## config.mk

```make
export PLATFORM = sky130hd
export DESIGN_NAME = z80fi_insn_spec_rot_reg
export DESIGN_NICKNAME = d
export VERILOG_FILES = /design/src/design/z80fi_pkg.sv /design/src/design/z80fi_insn_spec_rot_reg.sv
export VERILOG_INCLUDE_DIRS = /design/src /design/src/design
export SDC_FILE = /design/constraint.sdc
export NUM_CORES = 1
export LEC_CHECK = 0
export ABC_AREA = 0
export BUFFER_PORTS_ARGS = -buffer_cell sky130_fd_sc_hd__buf_4
export CORE_AREA = 2 2 142 144
export DETAILED_ROUTE_END_ITERATION = 10
export DIE_AREA = 0 0 144 146
export GPL_ROUTABILITY_DRIVEN = 0
export SLEW_MARGIN = 20
export SYNTH_ARGS = -nofsm -noshare
export SYNTH_HDL_FRONTEND = slang
export SYNTH_SLANG_ARGS = --single-unit
```

## constraint.sdc

```tcl
create_clock -name vclk -period 5.1
set_input_delay 0.255 -clock vclk [all_inputs]
set_output_delay 0.255 -clock vclk [all_outputs]
set_load 0.02 [all_outputs]
```

## src/design/z80fi_consts.svh

```systemverilog
// Constants shared by the CB rotate retirement checker.
// Include this header in any design file that decodes a CB opcode or
// builds an expected flag byte. It holds definitions only.

`ifndef Z80FI_CONSTS_SVH
`define Z80FI_CONSTS_SVH

// Bit positions inside the F register.
// The order follows the Z80 data book, carry in bit 0 and sign in bit 7.
`define FLAG_C_NUM 0
`define FLAG_N_NUM 1
`define FLAG_V_NUM 2
`define FLAG_3_NUM 3
`define FLAG_H_NUM 4
`define FLAG_5_NUM 5
`define FLAG_Z_NUM 6
`define FLAG_S_NUM 7

// First byte of every CB-prefixed instruction.
`define CB_PREFIX 8'hCB

// The x field of the CB opcode selects the group.
// Group 0 holds the rotates and the shifts, and y tells them apart.
`define CB_X_ROT 2'b00

// A z field of 6 names the memory operand (HL) instead of a register.
`define Z_IND_HL 3'd6

// Length in bytes of an unindexed CB instruction.
`define INSN_LEN_CB 3'd2

// Amount the instruction pointer moves past a CB instruction.
// It matches the instruction length above.
`define IP_STEP_CB 16'd2

`endif

```

## src/design/z80fi_pkg.sv

```systemverilog
// Types for the CB rotate retirement checker.
// Every module of the checker refers to these by scoped name.

`default_nettype none

package z80fi_pkg;

    // Field split of a CB instruction as it sits in the trace word.
    // The prefix takes the lowest byte and the opcode the byte above it.
    // Inside y, bit 1 selects rotate through carry and bit 0 selects right.
    typedef struct packed {
        logic [15:0] unused;
        logic [1:0]  x;
        logic [2:0]  y;
        logic [2:0]  z;
        logic [7:0]  prefix;
    } cb_fields_t;

    // The instruction word is read either as raw bytes or as CB fields.
    typedef union packed {
        logic [3:0][7:0] bytes;
        cb_fields_t      cb;
    } insn_u;

    // The seven 8-bit registers that a CB rotate can touch.
    typedef struct packed {
        logic [7:0] b;
        logic [7:0] c;
        logic [7:0] d;
        logic [7:0] e;
        logic [7:0] h;
        logic [7:0] l;
        logic [7:0] a;
    } regs_t;

    // One retired instruction as reported by the core or a trace player.
    typedef struct packed {
        insn_u       insn;
        logic [2:0]  insn_len;
        logic [15:0] ip_in;
        logic [15:0] ip_out;
        logic [7:0]  f_in;
        logic [7:0]  f_out;
        regs_t       regs_in;
        regs_t       regs_out;
        logic        mem_rd;
        logic        mem_wr;
        logic [15:0] bus_raddr;
        logic [15:0] bus_waddr;
        logic [7:0]  bus_rdata;
        logic [7:0]  bus_wdata;
    } trace_t;

    // What a spec block expects the instruction to have done.
    // The fields are only meaningful while valid is set.
    typedef struct packed {
        logic        valid;
        logic [15:0] ip_out;
        logic [7:0]  f_out;
        regs_t       regs_out;
        logic        mem_rd;
        logic        mem_wr;
        logic [15:0] bus_raddr;
        logic [15:0] bus_waddr;
        logic [7:0]  bus_wdata;
    } spec_t;

    // One bit per compared field, set when the record disagrees.
    typedef struct packed {
        logic ip;
        logic flags;
        logic regs;
        logic mem_ctl;
        logic raddr;
        logic waddr;
        logic wdata;
    } mismatch_t;

endpackage

`default_nettype wire

```

## src/design/z80fi_insn_spec_rot_reg.sv

```systemverilog
// Expected outcome of RLC, RRC, RL and RR on a register.
// Covers B, C, D, E, H, L and A. Purely combinational, and spec.valid
// is raised only for a matching register-form opcode.

`timescale 1ns/1ps
`default_nettype none

`include "z80fi_consts.svh"

module z80fi_insn_spec_rot_reg (
    input  wire z80fi_pkg::trace_t cap_trace,
    output z80fi_pkg::spec_t       spec
);

    z80fi_pkg::insn_u insn;
    logic             through_c;
    logic             right;
    logic             match;
    logic             shove_bit;
    logic [7:0]       src;
    logic [7:0]       result;
    logic [7:0]       f_exp;

    assign insn      = cap_trace.insn;
    assign through_c = insn.cb.y[1];
    assign right     = insn.cb.y[0];

    // Same opcode pattern as the (HL) form, but with a register in z.
    assign match = (insn.bytes[0] == `CB_PREFIX) &&
                   (insn.cb.x == `CB_X_ROT) &&
                   !insn.cb.y[2] &&
                   (insn.cb.z != `Z_IND_HL) &&
                   (cap_trace.insn_len == `INSN_LEN_CB);

    // Source register in the usual Z80 order, B C D E H L (HL) A.
    // Slot 6 is the memory form and never matches here.
    always_comb begin
        case (insn.cb.z)
            3'd0:    src = cap_trace.regs_in.b;
            3'd1:    src = cap_trace.regs_in.c;
            3'd2:    src = cap_trace.regs_in.d;
            3'd3:    src = cap_trace.regs_in.e;
            3'd4:    src = cap_trace.regs_in.h;
            3'd5:    src = cap_trace.regs_in.l;
            3'd7:    src = cap_trace.regs_in.a;
            default: src = 8'h00;
        endcase
    end

    // Old carry for RL and RR, otherwise the bit that leaves the byte.
    assign shove_bit = through_c ? cap_trace.f_in[`FLAG_C_NUM] : src[right ? 0 : 7];
    assign result    = right ? {shove_bit, src[7:1]} : {src[6:0], shove_bit};

    // Flag rules are the same as for the memory form.
    always_comb begin
        f_exp              = 8'h00;
        f_exp[`FLAG_S_NUM] = result[7];
        f_exp[`FLAG_Z_NUM] = (result == 8'h00);
        f_exp[`FLAG_5_NUM] = cap_trace.f_in[`FLAG_5_NUM];
        f_exp[`FLAG_3_NUM] = cap_trace.f_in[`FLAG_3_NUM];
        f_exp[`FLAG_V_NUM] = ~^result;
        f_exp[`FLAG_C_NUM] = src[right ? 0 : 7];
    end

    always_comb begin
        spec.valid    = match;
        spec.ip_out   = cap_trace.ip_in + `IP_STEP_CB;
        spec.f_out    = f_exp;
        // Only the selected register takes the result.
        spec.regs_out = cap_trace.regs_in;
        case (insn.cb.z)
            3'd0:    spec.regs_out.b = result;
            3'd1:    spec.regs_out.c = result;
            3'd2:    spec.regs_out.d = result;
            3'd3:    spec.regs_out.e = result;
            3'd4:    spec.regs_out.h = result;
            3'd5:    spec.regs_out.l = result;
            3'd7:    spec.regs_out.a = result;
            default: spec.regs_out = cap_trace.regs_in;
        endcase
        // No bus traffic, so the bus fields stay zero and go uncompared.
        spec.mem_rd    = 1'b0;
        spec.mem_wr    = 1'b0;
        spec.bus_raddr = 16'h0000;
        spec.bus_waddr = 16'h0000;
        spec.bus_wdata = 8'h00;
    end

endmodule

`default_nettype wire

```

==> flow_summary.ini <==
[run_status]
status = finished clean

[hold_path]
hold_depth = 0
hold_path.class = in -> out
hold-path-endpoint = spec[101]
min_from = cap_trace[173]

[synth]
syn_avg_cell_area_um2 = 6.674
synthSimpleGateAreaFrac = 0.2662
synth-xor-area-share = 0.06440
synth.distinct_cells = 56
yosysSeqAreaShare = 0
yosys_warnings = 0
synth_compound_area_frac = 0.2852
syn_inst = 326
yosys-top-cells-area = buf_4, nand2_1, o21ai_0, o21ai_2, xnor2_1
synth_top_area_share = 0.1725
muxShareOfSynthArea = 0.1093
synthAdderAreaFrac = 0.02875
yosysTopAreaCell = buf_4
netlist_area_mm2 = 0.002176
synth_top_family_by_area = compound AO/OA/AOI/OAI gates

[cts]
postCtsSetupBuffers = 0
cts_hold_buf = 0
post_cts_resize_count = 0

[sta]
drv_slew = 0
max_freq_ghz = 0.3160
rsz0062_at_grt = false
finalHoldViolCount = 0
tightest_slew_ns = 0.6275
setup_viol_count_final = 0
max_slew_margin = 0.5817
finalCritPeriodShare = 0.6205
tns_ns = 0
period_needed_ns = 3.165

[finish]
num_antenna_cells = 0
layout.area.seq_um2 = 0
drive_above_1_share = 0.4264
n_clock_buffer = 0
final_util = 0.1775
nNetsFinal = 721
seq_cell_count = 0
syn2layout_area_growth_pct = 57.73

[routing]
drt_drc_violations_left = 0
final_antenna_net_count = 0
wire_per_inst_um = 16.15
vias_per_cell = 3.704
drt_pass1_iterations = 4
vias = 2719
wl_um = 11850
drt_first_iter_violations = 75

[worst_setup_path]
critical_path_buf_inv_count = 2
critPathTopFamily = compound AO/OA/AOI/OAI gates
critPathKind = in -> out
max_stage_delay_ns = 0.57
arrival_ns = 2.91
crit_path_start_kind = input port
critical_path.max_fanout = 27
cp_slowest_cell = or3b_1
end_kind = output port
path_cells = buf_4 -> or3b_1 -> o22ai_1 -> a211o_2 -> a2bb2oi_4 -> ha_1 -> xnor2_1 -> xnor2_1 -> buf_4
worstPathRequired_ns = 4.85

[global_route]
antenna_found_initial = 0
grt_max_degree = 33
grt_use_total = 0.1044
first_global_vias = 2569
grt_pass1_wl_um = 16280
grt-ovfl-total = 0

[die]
coreArea_mm2 = 0.01933
io_pins = 368
die_height_um = 146
die_x_um = 144
start_util = 0.1125
dieArea_mm2 = 0.02102
num_rows = 51

[placement]
port_buffers = 167
dp_hpwl_um = 10180

[pwr]
power.total_mw = 0.4526
p_leak_nw = 1.695
power_density_mw_per_mm2 = 131.9
ir_drop_mv = 0.04140

[run]
max_cap_violations = 0
[worst max-delay path by stage]
stage / from / end / slack, ns / cells after the start
after floorplan: cap_trace[223] / spec[100] / 2.60 / 9
after global placement: cap_trace[223] / spec[100] / 1.90 / 9
after CTS: cap_trace[223] / spec[100] / 1.90 / 9
after detailed placement: cap_trace[223] / spec[100] / 1.91 / 9
after global routing: cap_trace[223] / spec[100] / 1.73 / 9
final: cap_trace[223] / spec[100] / 1.94 / 9
[cell type report]
type	count	area, um2
fill	2245	15900
tap	265	331.6
multi-input combinational	291	1805
inverter	11	41.29
timing repair buffer	167	1254
[cells in the mapped netlist, drive strengths merged (4+ instances only)]
cell / n
nor3: 4
nand3: 9
nand4: 4
o22ai: 6
nand3b: 4
o21ai: 60
clkbuf: 5
nor2: 9
inv: 10
mux2i: 16
xnor2: 13
buf: 62
nand2: 71
ha: 5
[power by group]
part,total [mW],internal (mW),switching (mW)
registers,0,0,0
clock network,0,0,0
logic,0.453,0.181,0.272
[layer usage]
layer  global-route usage  wire length, um  up-vias
met5                    0                0        -
met4              0.01029              135        0
met3              0.04311             1490        6
met2               0.1733             5321      163
met1               0.1306             4904     1212
li1                     -                -     1338
[cell families (layout without fill, tap and decap cells)]
logic type	after synthesis	in the layout
AO/OA/AOI/OAI	89	89
AND/OR/NAND/NOR	120	120
buffers and inverters	78	178
multiplexers	17	17
XOR/XNOR	16	16
other	1	44
adder cells (fa/ha/maj)	5	5
[layout by cell type, fill, tap and decap left out, drive strengths merged, types with 3 or more instances in the layout]
| cell type | count |
|---|---|
| a211o | 3 |
| conb | 44 |
| nand3b | 4 |
| o22ai | 6 |
| nor3 | 4 |
| a21oi | 3 |
| buf | 167 |
| xor2 | 3 |
| and3 | 3 |
| xnor2 | 13 |
| o21ai | 60 |
| mux2i | 16 |
| nand2 | 71 |
| nand3 | 9 |
| nor2 | 9 |
| inv | 10 |
| nand2b | 3 |
| ha | 5 |
| or2 | 3 |
| and4 | 3 |
| nand4 | 4 |
[metrics by stage]
stage | std cells | hold slack (ns) | instance area, um2 | worst slack (ns)
3_3_place_gp | 734 | 0.5101 | 3432 | 1.902
3_5_place_dp | 734 | 0.5101 | 3432 | 1.907
6_report | 734 | 0.5101 | 3432 | 1.935
5_1_grt | 734 | 0.5101 | 3432 | 1.726
2_1_floorplan | 369 | 0.5866 | 2337 | 2.601
4_1_cts | 734 | 0.5101 | 3432 | 1.899
Power figures use the tool's default switching activity.
